==> config.mk <==
export PLATFORM = sky130hd
export DESIGN_NAME = lane_reduce_top
export DESIGN_NICKNAME = d
export VERILOG_FILES = /design/src/design/lane_pkg.sv /design/src/design/reduce_op_pkg.sv /design/src/design/lane_capture.sv /design/src/design/and_tree_seq.sv /design/src/design/vote_result_stage.sv /design/src/design/lane_reduce_top.sv
export VERILOG_INCLUDE_DIRS = /design/src /design/src/design
export SDC_FILE = /design/constraint.sdc
export NUM_CORES = 1
export LEC_CHECK = 0
export ABC_AREA = 1
export BUFFER_PORTS_ARGS = -buffer_cell sky130_fd_sc_hd__buf_2
export CAP_MARGIN = 0
export CORE_MARGIN = 5
export CORE_UTILIZATION = 57
export DETAILED_ROUTE_END_ITERATION = 8
export PLACE_DENSITY = 0.77
export SYNTH_ARGS = -nofsm -noshare
export SYNTH_HDL_FRONTEND = slang
export SYNTH_SLANG_ARGS = --single-unit
==> constraint.sdc <==
create_clock -name clk -period 1.6 [get_ports clk]
set_input_delay 0.32 -clock clk [delete_from_list [all_inputs] [get_ports clk]]
set_output_delay 0.32 -clock clk [all_outputs]
set_load 0.02 [all_outputs]
==> src/design/lane_reduce_config.svh <==
`ifndef LANE_REDUCE_CONFIG_SVH
`define LANE_REDUCE_CONFIG_SVH

// number of voting lanes into the reducer
`define RED_NUM_LANES 16

// width of the saturating true-verdict counter
`define RED_CNT_WIDTH 16

// register levels in the AND tree, ceil(log2(lanes))
`define RED_TREE_LEVELS ($clog2(`RED_NUM_LANES))

`endif

==> src/design/lane_pkg.sv <==
`include "lane_reduce_config.svh"

package lane_pkg;

    // one bit per lane
    // bit 0 is lane 0
    typedef logic [`RED_NUM_LANES-1:0] lane_vec_t;

    // lane bundle as it enters the AND tree
    // valid marks lanes that took part in this item
    // flag holds the per-lane vote already inverted for OR/NOR
    typedef struct packed {
        lane_vec_t valid;
        lane_vec_t flag;
    } lane_bundle_t;

    // a bundle with no lane valid
    // used as the disabled / reset value
    localparam lane_bundle_t LANE_BUNDLE_IDLE = '{valid: '0, flag: '0};

endpackage

==> src/design/reduce_op_pkg.sv <==
package reduce_op_pkg;

    // reduction selected for one item
    // OR and NOR are built from the AND tree by De Morgan
    typedef enum logic [1:0] {
        OP_AND  = 2'b00,
        OP_OR   = 2'b01,
        OP_NAND = 2'b10,
        OP_NOR  = 2'b11
    } reduce_op_e;

    // opcode item travelling beside the tree
    typedef struct packed {
        logic       valid;
        reduce_op_e op;
    } op_tag_t;

    // flags go into the tree inverted for OR and NOR
    function automatic logic needs_in_inv(reduce_op_e op);
        return (op == OP_OR) || (op == OP_NOR);
    endfunction

    // tree root comes out inverted for OR and NAND
    function automatic logic needs_out_inv(reduce_op_e op);
        return (op == OP_OR) || (op == OP_NAND);
    endfunction

endpackage

==> src/design/lane_capture.sv <==
`timescale 1ns/1ps
`include "lane_reduce_config.svh"

module lane_capture (
    input  logic                           clk,
    input  logic                           rst_n,
    input  logic                           i_en,
    input  logic [`RED_NUM_LANES-1:0]      i_valid,
    input  logic [`RED_NUM_LANES-1:0]      i_data,
    input  reduce_op_pkg::reduce_op_e      i_op,
    output lane_pkg::lane_bundle_t         o_lanes,
    output reduce_op_pkg::op_tag_t         o_tag
);

    // input side De Morgan select
    logic                        in_inv;
    // next values for the capture registers
    lane_pkg::lane_bundle_t      lanes_nxt;
    reduce_op_pkg::op_tag_t      tag_nxt;

    assign in_inv = reduce_op_pkg::needs_in_inv(i_op);

    // build next bundle and tag
    always_comb
    begin
        lanes_nxt = lane_pkg::LANE_BUNDLE_IDLE;
        tag_nxt   = '0;
        if (i_en)
        begin
            lanes_nxt.valid = i_valid;
            // OR/NOR run as AND of inverted flags
            lanes_nxt.flag  = i_data ^ {`RED_NUM_LANES{in_inv}};
            // any lane valid means an attempted item
            // full-valid check happens in the tree
            tag_nxt.valid   = |i_valid;
            tag_nxt.op      = i_op;
        end
    end

    // capture register, 1 cycle
    // disabled cycles load the idle value
    always_ff @(posedge clk or negedge rst_n)
    begin
        if (!rst_n)
        begin
            o_lanes <= lane_pkg::LANE_BUNDLE_IDLE;
            o_tag   <= '0;
        end
        else
        begin
            o_lanes <= lanes_nxt;
            o_tag   <= tag_nxt;
        end
    end

endmodule

==> src/design/and_tree_seq.sv <==
`timescale 1ns/1ps

module and_tree_seq #(
    parameter int NUM_INPUT_DATA = 16
) (
    input  logic                       clk,
    input  logic                       rst_n,
    input  logic                       i_en,
    input  logic [NUM_INPUT_DATA-1:0]  i_valid,
    input  logic [NUM_INPUT_DATA-1:0]  i_data_bus,
    output logic                       o_valid,
    output logic                       o_data_bus
);

    // ceiling of log2 so non power of two counts get one extra level
    // e.g. 18 inputs -> 5 levels
    localparam int NUM_LEVEL = $clog2(NUM_INPUT_DATA);

    // level 0 is the gated input
    // levels 1..NUM_LEVEL are registered
    // level k holds ceil(N / 2^k) nodes
    genvar lv;
    genvar nd;
    generate
        for (lv = 0; lv <= NUM_LEVEL; lv = lv + 1)
        begin : g_lvl
            localparam int CNT = (NUM_INPUT_DATA + (1 << lv) - 1) >> lv;

            // node valid and node data of this level
            logic [CNT-1:0] vld;
            logic [CNT-1:0] dat;

            if (lv == 0)
            begin : g_in
                // enable gates the leaves
                assign vld = i_en ? i_valid : '0;
                assign dat = i_en ? i_data_bus : '0;
            end
            else
            begin : g_node
                // node count of the level below
                localparam int PREV_CNT = (NUM_INPUT_DATA + (1 << (lv - 1)) - 1) >> (lv - 1);

                // next state per node
                logic [CNT-1:0] vld_nxt;
                logic [CNT-1:0] dat_nxt;

                for (nd = 0; nd < CNT; nd = nd + 1)
                begin : g_and
                    if ((nd == CNT - 1) && (PREV_CNT % 2 == 1))
                    begin : g_pass
                        // odd last node passes its single child straight up
                        assign vld_nxt[nd] = i_en & g_lvl[lv-1].vld[2*nd];
                        assign dat_nxt[nd] = vld_nxt[nd] & g_lvl[lv-1].dat[2*nd];
                    end
                    else
                    begin : g_pair
                        // both children valid or the node stays empty
                        assign vld_nxt[nd] = i_en
                                           & g_lvl[lv-1].vld[2*nd]
                                           & g_lvl[lv-1].vld[2*nd+1];
                        // invalid node carries zero data
                        assign dat_nxt[nd] = vld_nxt[nd]
                                           & g_lvl[lv-1].dat[2*nd]
                                           & g_lvl[lv-1].dat[2*nd+1];
                    end
                end

                // one register stage per level
                always_ff @(posedge clk or negedge rst_n)
                begin
                    if (!rst_n)
                    begin
                        vld <= '0;
                        dat <= '0;
                    end
                    else
                    begin
                        vld <= vld_nxt;
                        dat <= dat_nxt;
                    end
                end
            end
        end
    endgenerate

    // root of the tree
    // single node at the top level
    assign o_valid    = g_lvl[NUM_LEVEL].vld[0];
    assign o_data_bus = g_lvl[NUM_LEVEL].dat[0];

endmodule

==> src/design/vote_result_stage.sv <==
`timescale 1ns/1ps
`include "lane_reduce_config.svh"

module vote_result_stage (
    input  logic                          clk,
    input  logic                          rst_n,
    input  logic                          i_en,
    input  reduce_op_pkg::op_tag_t        i_tag,
    input  logic                          i_root_valid,
    input  logic                          i_root_data,
    output logic                          o_valid,
    output logic                          o_result,
    output logic [`RED_CNT_WIDTH-1:0]     o_true_count
);

    // tag lined up with the tree root
    reduce_op_pkg::op_tag_t   tag_aln;
    // root item accepted this cycle
    logic                     fire;
    // root after output inversion
    logic                     verdict;
    // counter already at all ones
    logic                     cnt_max;

    generate
        if (`RED_TREE_LEVELS == 0)
        begin : g_no_dly
            // single lane means no tree registers
            assign tag_aln = i_tag;
        end
        else
        begin : g_dly
            // opcode delay line with one slot per tree level
            reduce_op_pkg::op_tag_t tag_sr [`RED_TREE_LEVELS];

            always_ff @(posedge clk or negedge rst_n)
            begin
                if (!rst_n)
                begin
                    for (int k = 0; k < `RED_TREE_LEVELS; k++)
                    begin
                        tag_sr[k] <= '0;
                    end
                end
                else if (!i_en)
                begin
                    // flushed with the tree on disable
                    for (int k = 0; k < `RED_TREE_LEVELS; k++)
                    begin
                        tag_sr[k] <= '0;
                    end
                end
                else
                begin
                    tag_sr[0] <= i_tag;
                    for (int k = 1; k < `RED_TREE_LEVELS; k++)
                    begin
                        tag_sr[k] <= tag_sr[k-1];
                    end
                end
            end

            assign tag_aln = tag_sr[`RED_TREE_LEVELS-1];
        end
    endgenerate

    // enable low kills the item sitting at the root too
    assign fire    = i_en & i_root_valid & tag_aln.valid;
    assign verdict = i_root_data ^ reduce_op_pkg::needs_out_inv(tag_aln.op);
    assign cnt_max = &o_true_count;

    // verdict register, strobe and true count
    always_ff @(posedge clk or negedge rst_n)
    begin
        if (!rst_n)
        begin
            o_valid      <= 1'b0;
            o_result     <= 1'b0;
            o_true_count <= '0;
        end
        else
        begin
            o_valid <= fire;
            if (fire)
            begin
                o_result <= verdict;
                // saturates instead of wrapping
                if (verdict && !cnt_max)
                begin
                    o_true_count <= o_true_count + 1'b1;
                end
            end
        end
    end

endmodule

==> src/design/lane_reduce_top.sv <==
`timescale 1ns/1ps
`include "lane_reduce_config.svh"

module lane_reduce_top (
    input  logic                          clk,
    input  logic                          rst_n,
    input  logic                          i_en,
    input  logic [`RED_NUM_LANES-1:0]     i_valid,
    input  logic [`RED_NUM_LANES-1:0]     i_data,
    input  reduce_op_pkg::reduce_op_e     i_op,
    output logic                          o_valid,
    output logic                          o_result,
    output logic [`RED_CNT_WIDTH-1:0]     o_true_count
);

    // capture stage to tree
    lane_pkg::lane_bundle_t   lanes;
    // capture stage to result stage
    reduce_op_pkg::op_tag_t   tag;
    // tree root
    logic                     root_valid;
    logic                     root_data;

    // stage 1, register lanes and opcode, input inversion
    lane_capture lane_capture_inst (
        .clk      (clk),
        .rst_n    (rst_n),
        .i_en     (i_en),
        .i_valid  (i_valid),
        .i_data   (i_data),
        .i_op     (i_op),
        .o_lanes  (lanes),
        .o_tag    (tag)
    );

    // stage 2, pipelined AND reduction
    and_tree_seq #(
        .NUM_INPUT_DATA (`RED_NUM_LANES)
    ) and_tree_seq_inst (
        .clk        (clk),
        .rst_n      (rst_n),
        .i_en       (i_en),
        .i_valid    (lanes.valid),
        .i_data_bus (lanes.flag),
        .o_valid    (root_valid),
        .o_data_bus (root_data)
    );

    // stage 3, output inversion, verdict and count
    vote_result_stage vote_result_stage_inst (
        .clk          (clk),
        .rst_n        (rst_n),
        .i_en         (i_en),
        .i_tag        (tag),
        .i_root_valid (root_valid),
        .i_root_data  (root_data),
        .o_valid      (o_valid),
        .o_result     (o_result),
        .o_true_count (o_true_count)
    );

endmodule

# --- After elaboration in Yosys (flattened, before gate mapping) ---
# Cells that the tools add are included.
word_totals:
  input_bits: 37
  ff_bits: 95
  wordCells: 104
  out_inout_bits: 18
classes:
  n_eq_ne: 4
  n_addsub: 1
  bitwise_logic: 64
  reduce_logical: 7
  muxes: 5
op_table:
  columns: ["op", "count"]
  rows:
  - ["$and A1 B1 Y1", 62]
  - ["$mux W16", 2]
  - ["$mux W32", 1]
  - ["$add A16 B1 Y16 const B", 1]
  - ["$reduce_and A16 Y1", 1]
  - ["$reduce_or A16 Y1", 1]
  - ["$xor A16 B16 Y16", 1]
  - ["$mux W12", 1]
  - ["$eq A2 B1 Y1 const B", 2]
  - ["$eq A2 B2 Y1 const B", 2]
  - ["$mux W3", 1]
  - ["$logic_or A1 B1 Y1", 2]
  - ["$reduce_and A2 Y1", 1]
  - ["$logic_and A1 B1 Y1", 1]
  - ["$logic_not A1 Y1", 1]
  - ["$xor A1 B1 Y1", 1]

# --- Logic depth before layout (Yosys ltp) ---
# Gate-level depths: netlist of the first run.
depth:
  word_depth: 5
  mapped_depth: 10
  ltp_nobuf: 9

# --- Hierarchy ---
# Synthesis of the first run repeated with hierarchy kept, for this count alone.
unflattened:
  hier_cells: 412
  hier_area_um2: 3921.3
by_module_without_submodules:
  columns: ["module", "cells_per_inst", "n_inst", "area_each_um2"]
  rows:
  - ["vote_result_stage", 195, 1, 1524.0]
  - ["lane_capture", 126, 1, 1391.3]
  - ["and_tree_seq", 91, 1, 1006.0]

# --- Worst setup path before layout of the first run ---
# OpenSTA, ideal clock, no wires.
synth_timing:
  kind: "register to register"
  start: "reg vote_result_stage_inst.o_true_count[1]"
  end: "reg vote_result_stage_inst.o_true_count[6]"
  setup_time_ps: 117
  slack_ps: 26
  t_required_ps: 1483
  arrival_ps: 1457
  stages_incl_launch_ff: 10
  synth_period_minus_slack_ps: 1574
  path_cell_list: "dfrtp_1 ha_1 nand2_2 nor2_4 nand3_1 nor2_2 nor2_4 buf_6 nand2_1 nand2_1"
synth_via:
  elab_chain_cells: 4
  word_cells_on_any_way: 5
  cone_classes: "add/sub (1); reduce/logical (4)"
synth_lines:
  columns: ["item", "line_no", "rtl"]
  rows:
  - ["start: declaration", "vote_result_stage.sv:13", "output logic [`RED_CNT_WIDTH-1:0] o_true_count"]
  - ["start signal: assignment", "vote_result_stage.sv:90", "o_true_count <= o_true_count + 1'b1;"]
  - ["branches (longest 4 deep; another with $add A16 B1 Y16)", null, null]
# Several ways; the timed one is not identified.
# A chain may end at the register's enable or synchronous reset.

# --- Final worst setup path of the first run ---
layout_timing:
  start: "reg vote_result_stage_inst.o_true_count[0]"
  end: "reg vote_result_stage_inst.o_true_count[0]"
# Same word-level chain as after synthesis.

==> impl_metrics.json, run 1 <==
{
  "internal_power_mw": 3.32,
  "synthToLayoutAreaGrowth_pct": 18.3,
  "hold_class": "in -> reg",
  "skew_ns": 0.00891,
  "post-route-worst-setup-slack_ns": -0.00363,
  "worst_setup_path_start_kind": "register",
  "nFillCells": 520,
  "ys_ff_latch": 95,
  "swShare_pct": 22.5,
  "wire_per_inst_microns": 11.8,
  "clockBufferDepth": 2,
  "max_slew_margin_pct": 73.9,
  "viasPerCell": 4.87,
  "finalCritPeriodShare_pct": 100,
  "rsz0062_at_grt": "yes",
  "grt_pass1_wl_microns": 11500,
  "crit_type": "reg -> reg",
  "chipWidth_microns": 93.0,
  "hold_violations": 0,
  "power_per_cell_area_mw_per_mm2": 919,
  "drive_gt1_share_pct": 23.4,
  "pwr-share-seq_pct": 57.9,
  "ys_types": 26,
  "grt_overflow_total": 0,
  "worst_ep_arrival_time_ns": 1.86,
  "clk_pin_slew_worst_paths_ns": 0.08,
  "max_cap_violations": 0,
  "synth_top_area_cell": "dfrtp_1",
  "rows": 30,
  "first_global_vias": 2786,
  "die-area_sq_mm": 0.00866,
  "synth_area_per_cell_sq_um": 8.83,
  "cts.htree.levels": 3,
  "regArea_sq_mm": 0.00238,
  "grt_usage_pct": 16.9,
  "io_pins": 55,
  "max_freq_ghz": 0.624,
  "yosys-top-cells-area": "dfrtp_1 (60%), nand2_1 (14%), nor2_1 (6.0%)",
  "async_flop_share_pct": 100,
  "crit_fanout": 7,
  "start_util_pct": 58.2,
  "synth_top_area_share_pct": 60.5,
  "drt_iter0_markers": 50,
  "violations": "setup timing",
  "final-max-slew-violation-count": 0,
  "netlist_instances": 445,
  "finish.net_count": 546,
  "coreArea_sq_mm": 0.00676,
  "pre_cts_slack_ns": 0.103,
  "root_buffer": "clkbuf_8",
  "synth_edf_count": 0,
  "synth_nets": 483,
  "clkLatencyLatePin_ns": 0.36,
  "die_y_microns": 93.0,
  "end_kind": "register",
  "yosys-top-cells-count": "nand2_1 (148), dfrtp_1 (95), nor2_1 (63), inv_1 (59), nand3_1 (22)",
  "place_hpwl_microns": 4560,
  "p_switching_mw": 0.960,
  "clkSinkCount": 95,
  "antennaDiodeCount": 0,
  "power_frac_clock_pct": 36.5,
  "grt_antenna_before_repair": 0,
  "post-synth-top-count-cell": "nand2_1",
  "port_buffers": 54,
  "total_leakage_power_nw": 2.72,
  "grt_max_degree": 63,
  "status": "finished with violations",
  "firstDrtPassIters": 4,
  "synthFlopType": "dfrtp_1",
  "fin_crit_ns": 1.60,
  "setup_viol": 1,
  "max-vdd-ir-drop_mv": 0.476,
  "synth_area_sq_mm": 0.00393,
  "multi_input_area_sq_mm": 0.00133,
  "antenna_left": 0,
  "pwr-share-comb_pct": 5.6,
  "tritoncts": "built",
  "gp_congestion": 0.804,
  "cts_buffers": 9,
  "wirelength_microns": 6990,
  "ys_seq_area_share_pct": 60.5,
  "tightest_slew_ns": 0.391,
  "vias": 2889,
  "drc_errors": 0,
  "post-route-util_pct": 68.9,
  "critical_path_required_ns": 1.85,
  "yosysWarnings": 0
}
cells in the final DEF (no fill, tap or decap):
master | synthesis | layout
a21oi_1 | 1 | 1
and3_2 | 1 | 1
buf_12 | 1 | 4
buf_2 | 1 | 53
buf_4 | 0 | 6
bufinv_16 | 0 | 1
clkbuf_1 | 10 | 1
clkbuf_16 | 0 | 1
clkbuf_8 | 0 | 10
clkinv_2 | 1 | 3
clkinvlp_4 | 0 | 1
dfrtp_1 | 95 | 95
dlygate4sd3_1 | 0 | 1
ha_2 | 0 | 1
inv_1 | 59 | 59
inv_6 | 0 | 1
nand2_1 | 148 | 133
nand2_2 | 9 | 22
nand2_4 | 2 | 3
nand2_8 | 0 | 1
nand3_1 | 22 | 21
nand3_2 | 1 | 2
nand3_4 | 1 | 1
nand3b_1 | 2 | 2
nand4_1 | 5 | 5
nor2_1 | 63 | 62
nor2_2 | 3 | 3
nor2_4 | 4 | 5
nor3_4 | 1 | 1
o21a_1 | 1 | 1
o21ai_0 | 5 | 5
xnor2_1 | 3 | 3
xor2_1 | 4 | 4
sequential cells by signal, indices dropped and copies added, names as in the netlist:
signal / count
lane_capture_inst.o_lanes: 32
lane_capture_inst.o_tag: 3
and_tree_seq_inst.o_data_bus: 1
vote_result_stage_inst.o_valid: 1
and_tree_seq_inst.g_lvl.dat: 14
vote_result_stage_inst.o_result: 1
and_tree_seq_inst.g_lvl.vld: 14
vote_result_stage_inst.g_dly.tag_sr: 12
vote_result_stage_inst.o_true_count: 16
and_tree_seq_inst.o_valid: 1
path summary, 6_finish.rpt:
kind	cells after the start	startpoint	to	slack [ns]
max in group asynchronous	3	rst_n	and_tree_seq_inst.g_lvl[1].dat[2]	0.67
min in group asynchronous	2	rst_n	vote_result_stage_inst.o_valid	0.42
setup reg to reg	9	vote_result_stage_inst.o_true_count[0]	vote_result_stage_inst.o_true_count[0]	-0.004
hold / removal	2	i_data[15]	lane_capture_inst.o_lanes[15]	0.14
hold reg to reg	2	lane_capture_inst.o_tag[2]	vote_result_stage_inst.g_dly.tag_sr[11]	0.44
setup / recovery	9	vote_result_stage_inst.o_true_count[0]	vote_result_stage_inst.o_true_count[0]	-0.004
worst max-delay path: stages, from the launching register on:
cell       delay (ns)
dfrtp_1          0.43
ha_2             0.22
nand2_2          0.07
nor2_4           0.19
nand3_2          0.12
nor2_4           0.15
nor2_4           0.07
clkbuf_16        0.16
nand2_2          0.05
nand2_1          0.04
stage by stage:
| step | power (mW) | std cells | hold WS, ns | instance area [sq um] | TNS, ns |
|---|---|---|---|---|---|
| after detailed placement | 2.77 | 572 | 0.271 | 4310 | 0 |
| after floorplan | 2.62 | 445 | 0.0244 | 3930 | 0 |
| after global routing | 4.44 | 593 | 0.131 | 4650 | -0.950 |
| after CTS | 4.32 | 589 | 0.119 | 4520 | 0 |
| final | 4.28 | 593 | 0.138 | 4650 | -0.00363 |
| after global placement | 2.75 | 572 | 0.273 | 4310 | 0 |
per-layer routing:
layer  track usage [%]  wire length (microns)  vias to the layer above
met1              19.6                   2920                     1338
met3              4.02                    396                       20
met5                 0                      0                        -
met2              29.3                   3470                       82
met4              8.42                    206                        0
li1                  -                      -                     1449
layout make-up:
type                            count  share of cell area (%)
Inverter                           60                    4.87
Tap cell                           80                    2.15
Clock inverter                      5                    1.21
Sequential cell                    95                    51.1
Clock buffer                       11                    3.04
Timing Repair Buffer               65                    9.14
Multi-Input combinational cell    277                    28.5
kinds of logic after synthesis:
group / share of synthesized area (%)
and+or+nand+nor: 29.1
DFF: 60.5
buffers and inverters: 7.64
AOI/OAI and AO/OA: 0.955
xor gates and xnor gates: 1.56
adders and majority gates: 0.318
what timing repair did:
action                                  CTS  global route
hold buffers                              1             0
gates resized for setup                   0            22
buffers inserted                          0             3
endpoints found under the setup margin    0            13
endpoints found under the hold margin    24             0
power by group through the flow:
stage	registers (mW)	logic (mW)	clock network, mW
6_report	2.48	0.238	1.56
5_1_grt	2.48	0.277	1.68
4_1_cts	2.48	0.244	1.60
3_5_place_dp	2.52	0.240	0
3_3_place_gp	2.52	0.232	0
2_1_floorplan	2.52	0.101	0
(Power assumes the default switching activity.)
==> run 2, diff against run 1 <==
- RECOVER_POWER: default -> 50
==> impl_metrics.json, run 2 (same netlist as run 1, synthesis figures left out) <==
{
  "p_total_mw": 4.27,
  "place_hpwl_microns": 4560,
  "tightest_slew_ns": 1.14,
  "port_buffers": 54,
  "clk_pin_slew_worst_paths_ns": 0.08,
  "crit_type": "reg -> reg",
  "swShare_pct": 22.4,
  "wire_per_inst_microns": 11.7,
  "die-area_sq_mm": 0.00866,
  "chipWidth_microns": 93.0,
  "whs_ns": 0.140,
  "hp-start": "i_data[15]",
  "setup_viol": 0,
  "pwr-share-comb_pct": 5.5,
  "highest_layer": "met4",
  "hold_class": "in -> reg",
  "rr_endpoint": "vote_result_stage_inst.o_true_count[0]",
  "skew_ns": 0.00852,
  "drive_gt1_share_pct": 23.2,
  "clockBufferDepth": 2,
  "status": "complete, no violations",
  "critical_path_required_ns": 1.85,
  "reg_top3": "lane_capture_inst.o_lanes x32, vote_result_stage_inst.o_true_count x16",
  "post-route-util_pct": 68.6,
  "crit_fanout": 7,
  "first_global_vias": 2786,
  "final-max-slew-violation-count": 0,
  "finalCritPeriodShare_pct": 100,
  "regArea_sq_mm": 0.00238,
  "final_area_sq_mm": 0.00463,
  "worst_setup_path_start_kind": "register",
  "start_util_pct": 58.2,
  "hold_end": "lane_capture_inst.o_lanes[15]",
  "grt_overflow_total": 0,
  "layout_common_cells": "nand2_1 (133), dfrtp_1 (95), nor2_1 (62)",
  "root_buffer": "clkbuf_8",
  "max_slew_margin_pct": 24.3,
  "io_pins": 55,
  "multi_input_area_sq_mm": 0.00132,
  "gp_congestion": 0.804,
  "pwr-share-seq_pct": 58.0,
  "cp_slowest_cell": "dfrtp_1",
  "rows": 30,
  "internal_power_mw": 3.31,
  "die_y_microns": 93.0,
  "nFillCells": 524,
  "regMostFlops": "lane_capture_inst.o_lanes",
  "rr_worst_depth": 9,
  "cts.htree.levels": 3,
  "hold_violations": 0,
  "fin_crit_ns": 1.60,
  "largest_register_ff_count": 32,
  "firstDrtPassIters": 4,
  "worst_ep_arrival_time_ns": 1.85,
  "grt_pass1_wl_microns": 11500,
  "grt_max_degree": 63,
  "drc_errors": 0,
  "r2r_slack_ns": 0.0007,
  "routedLengthMet1_microns": 2870,
  "critPathTopFamily": "simple AND/OR/NAND/NOR gates",
  "vias": 2896,
  "coreArea_sq_mm": 0.00676,
  "end_kind": "register",
  "finish.net_count": 546,
  "hold_depth": 2,
  "total_leakage_power_nw": 2.71,
  "wl_met2_microns": 3470,
  "slowest_delay_ns": 0.42,
  "clkLatencyLatePin_ns": 0.36,
  "antenna_left": 0,
  "wirelength_microns": 6970,
  "crit_top_cell": "nor2_4",
  "max_cap_violations": 0,
  "synthToLayoutAreaGrowth_pct": 17.9,
  "power_per_cell_area_mw_per_mm2": 921,
  "max-vdd-ir-drop_mv": 0.476,
  "crit_buf_inv": 1,
  "route.met3.wl_microns": 418,
  "grt_antenna_before_repair": 0,
  "rsz0062_at_grt": "yes",
  "p_switching_mw": 0.956,
  "grt_usage_pct": 16.9,
  "dpl_cell_area_sq_mm": 0.00431,
  "cts_buffers": 9,
  "viasPerCell": 4.88,
  "r2r_start": "vote_result_stage_inst.o_true_count[0]",
  "max_freq_ghz": 0.625,
  "clkSinkCount": 95,
  "tritoncts": "built",
  "final_common_cell": "nand2_1",
  "drt_iter0_markers": 56,
  "power_frac_clock_pct": 36.5,
  "crit_path_cell_trace": "ha_2, nand2_2, nor2_4, nand3_2, nor2_4, nor2_4, clkbuf_16, nand2_2, nand2_1",
  "antennaDiodeCount": 0
}
-- run 2: how the worst max path moves through the flow --
stage,start,end,depth (start not counted)
floorplan,vote_result_stage_inst.o_true_count[1],vote_result_stage_inst.o_true_count[6],9
global placement,vote_result_stage_inst.o_true_count[0],vote_result_stage_inst.o_true_count[10],8
finish,vote_result_stage_inst.o_true_count[0],vote_result_stage_inst.o_true_count[0],9
CTS,vote_result_stage_inst.o_true_count[0],vote_result_stage_inst.o_true_count[8],9
global route,vote_result_stage_inst.o_true_count[0],vote_result_stage_inst.o_true_count[12],9
detailed placement,vote_result_stage_inst.o_true_count[0],vote_result_stage_inst.o_true_count[8],9
-- run 2: final cells by class --
class,instances,share of cell area [%]
clock buffer,11,3.05
clock inverter,5,1.22
inverter,60,4.89
multi-input combinational,277,28.6
sequential,95,51.3
tap,80,2.16
timing repair buffer,65,8.80
-- run 2: layer usage --
layer,global-route usage (%),vias to the layer above
met3,4.02,20
li1,-,1446
met2,29.3,86
met4,8.42,0
met5,0,-
met1,19.6,1344
-- run 2: timing repair --
| action | 4_1_cts | 5_1_grt |
|---|---|---|
| resized for setup | 0 | 22 |
| hold buffers | 1 | 0 |
| setup endpoints to repair | 0 | 13 |
| setup buffers | 0 | 3 |
| endpoints found under the hold margin | 24 | 0 |
-- run 2: worst reg2reg max path, cell delays in order, from the launching register on --
cell and delay (ns):
dfrtp_1 0.42, ha_2 0.22, nand2_2 0.07, nor2_4 0.19
nand3_2 0.12, nor2_4 0.15, nor2_4 0.07, clkbuf_16 0.16
nand2_2 0.05, nand2_1 0.04
-- run 2: metrics by stage --
| step | instances | TNS, ns | worst slack (ns) |
|---|---|---|---|
| after floorplan | 445 | 0 | 0.0259 |
| after global placement | 572 | 0 | 0.170 |
| after detailed placement | 572 | 0 | 0.103 |
| after CTS | 589 | 0 | 0.0813 |
| after global routing | 593 | -0.950 | -0.0802 |
| final | 593 | 0 | 0.000729 |
-- run 2: power groups by stage --
stage,combinational (mW),sequential (mW),clock [mW]
after global routing,0.273,2.48,1.68
after CTS,0.244,2.48,1.60
after detailed placement,0.240,2.52,0
final,0.233,2.48,1.56
after global placement,0.232,2.52,0
after floorplan,0.101,2.52,0
==> run 3, diff against run 2 <==
==> constraint.sdc (replaced) <==
create_clock -name clk -period 1.6 [get_ports clk]
set_input_delay 0.16 -clock clk [delete_from_list [all_inputs] [get_ports clk]]
set_output_delay 0.16 -clock clk [all_outputs]
set_load 0.02 [all_outputs]
==> impl_metrics.json, run 3 (same netlist as run 1, synthesis figures left out) <==
{
  "total_leakage_power_nw": 2.65,
  "antenna_left": 0,
  "grt_pass1_wl_microns": 11400,
  "drt_iter0_markers": 114,
  "fin_cells": 593,
  "coreArea_sq_mm": 0.00676,
  "crit_buf_inv": 1,
  "critical_path_required_ns": 1.85,
  "grt_overflow_total": 0,
  "io_pins": 55,
  "pwr-share-comb_pct": 5.4,
  "crit_type": "reg -> reg",
  "antennaDiodeCount": 0,
  "fin_crit_ns": 1.53,
  "largest_register_ff_count": 32,
  "crit_fanout": 15,
  "setup_viol": 0,
  "dpl_cell_area_sq_mm": 0.00427,
  "internal_power_mw": 3.32,
  "multi_input_area_sq_mm": 0.00126,
  "worst_setup_path_start_kind": "register",
  "cts.htree.levels": 3,
  "cp_slowest_cell": "dfrtp_1",
  "clockBufferDepth": 2,
  "slowest_delay_ns": 0.42,
  "max-vdd-ir-drop_mv": 0.533,
  "final_area_sq_mm": 0.00455,
  "clkSinkCount": 95,
  "root_buffer": "clkbuf_8",
  "regArea_sq_mm": 0.00238,
  "grt_max_degree": 63,
  "clkLatencyLatePin_ns": 0.35,
  "first_global_vias": 2679,
  "finalCritPeriodShare_pct": 95.6,
  "cts_buffers": 9,
  "max_freq_ghz": 0.654,
  "grt_usage_pct": 16.6,
  "max_cap_violations": 0,
  "firstDrtPassIters": 4,
  "nFillCells": 537,
  "gp_congestion": 0.859,
  "pwr-share-seq_pct": 58.2,
  "status": "complete, no violations",
  "hold_violations": 0,
  "wire_per_inst_microns": 10.8,
  "power_frac_clock_pct": 36.5,
  "layout_common_cells": "nand2_1 (148), dfrtp_1 (95), nor2_1 (63)",
  "swShare_pct": 22.1,
  "power_per_cell_area_mw_per_mm2": 935,
  "tritoncts": "built",
  "final_common_cell": "nand2_1",
  "die_y_microns": 93.0,
  "place_hpwl_microns": 4470,
  "hold_class": "in -> reg",
  "critPathTopFamily": "simple AND/OR/NAND/NOR gates",
  "port_buffers": 54,
  "worst_ep_arrival_time_ns": 1.78,
  "crit_path_cell_trace": "ha_2, nand2_2, nor2_4, nand3_1, nor2_2, nor2_4, buf_12, nand2_1, nand2_1",
  "end_kind": "register",
  "dp_cells": 570,
  "final-max-slew-violation-count": 0,
  "regMostFlops": "lane_capture_inst.o_lanes",
  "tightest_slew_ns": 1.13,
  "drive_gt1_share_pct": 19.3,
  "clk_pin_slew_worst_paths_ns": 0.09,
  "skew_ns": 0.00792,
  "viasPerCell": 4.74,
  "synthToLayoutAreaGrowth_pct": 15.8,
  "grt_antenna_before_repair": 0,
  "wirelength_microns": 6400,
  "die-area_sq_mm": 0.00866,
  "reg_top3": "lane_capture_inst.o_lanes x32, vote_result_stage_inst.o_true_count x16",
  "finish.net_count": 546,
  "chipWidth_microns": 93.0,
  "vias": 2808,
  "drc_errors": 0,
  "whs_ns": 0.0229,
  "rows": 30,
  "start_util_pct": 58.2,
  "max_slew_margin_pct": 24.4,
  "p_switching_mw": 0.941
}
-- run 3: path summary, 6_finish.rpt --
path                                                              from                                       to  slack (ns)  depth (start not counted)
worst max-delay path            vote_result_stage_inst.o_true_count[0]  vote_result_stage_inst.o_true_count[11]        0.07                          9
worst min-delay path                                       i_valid[11]            lane_capture_inst.o_lanes[27]        0.02                          3
worst max register to register  vote_result_stage_inst.o_true_count[0]  vote_result_stage_inst.o_true_count[11]        0.07                          9
worst min register to register  vote_result_stage_inst.g_dly.tag_sr[9]   vote_result_stage_inst.g_dly.tag_sr[6]        0.43                          2
max in group asynchronous                                        rst_n        and_tree_seq_inst.g_lvl[1].dat[2]        0.44                          3
min in group asynchronous                                        rst_n   vote_result_stage_inst.o_true_count[5]        0.45                          2
-- run 3: worst register-to-register path, cell delays in order (launching register included) --
cell and delay (ns):
dfrtp_1 0.42, ha_2 0.24, nand2_2 0.07, nor2_4 0.15
nand3_1 0.11, nor2_2 0.13, nor2_4 0.06, buf_12 0.14
nand2_1 0.07, nand2_1 0.05
-- run 3: through the flow --
step / power [mW] / TNS [ns] / setup WS, ns / utilization [%]
global route: 4.43 / -0.0211 / -0.00896 / 67.4
floorplan: 2.62 / 0 / 0.0259 / -
detailed placement: 2.75 / 0 / 0.0912 / 63.2
global placement: 2.74 / 0 / 0.162 / 63.2
CTS: 4.29 / 0 / 0.0731 / 66.8
finish: 4.26 / 0 / 0.0698 / 67.4
-- run 3: layer usage --
layer  vias to the layer above  track usage, %  share of wire, %
met1                      1298            20.4                45
li1                       1446               -                 -
met5                         -               0                 0
met4                         0            6.59               1.4
met3                         7            4.10               5.5
met2                        57            28.3                49
-- run 3: power by group through the flow --
stage | clock (mW) | combinational (mW) | sequential, mW
4_1_cts | 1.58 | 0.236 | 2.48
6_report | 1.55 | 0.229 | 2.48
3_5_place_dp | 0 | 0.228 | 2.52
2_1_floorplan | 0 | 0.101 | 2.52
3_3_place_gp | 0 | 0.219 | 2.52
5_1_grt | 1.68 | 0.273 | 2.48
-- run 3: area by class of cell --
cell class | instances | area share, %
Sequential cell | 95 | 52.2
Tap cell | 80 | 2.20
Multi-Input combinational cell | 277 | 27.8
Timing Repair Buffer | 65 | 8.46
Inverter | 60 | 4.97
Clock buffer | 12 | 3.19
Clock inverter | 4 | 1.18
-- run 3: what timing repair did --
item,4_1_cts,5_1_grt
setup endpoints to repair,0,10
hold buffers,4,0
setup buffers,0,3
resized for setup,0,2
hold endpoints to repair,33,0
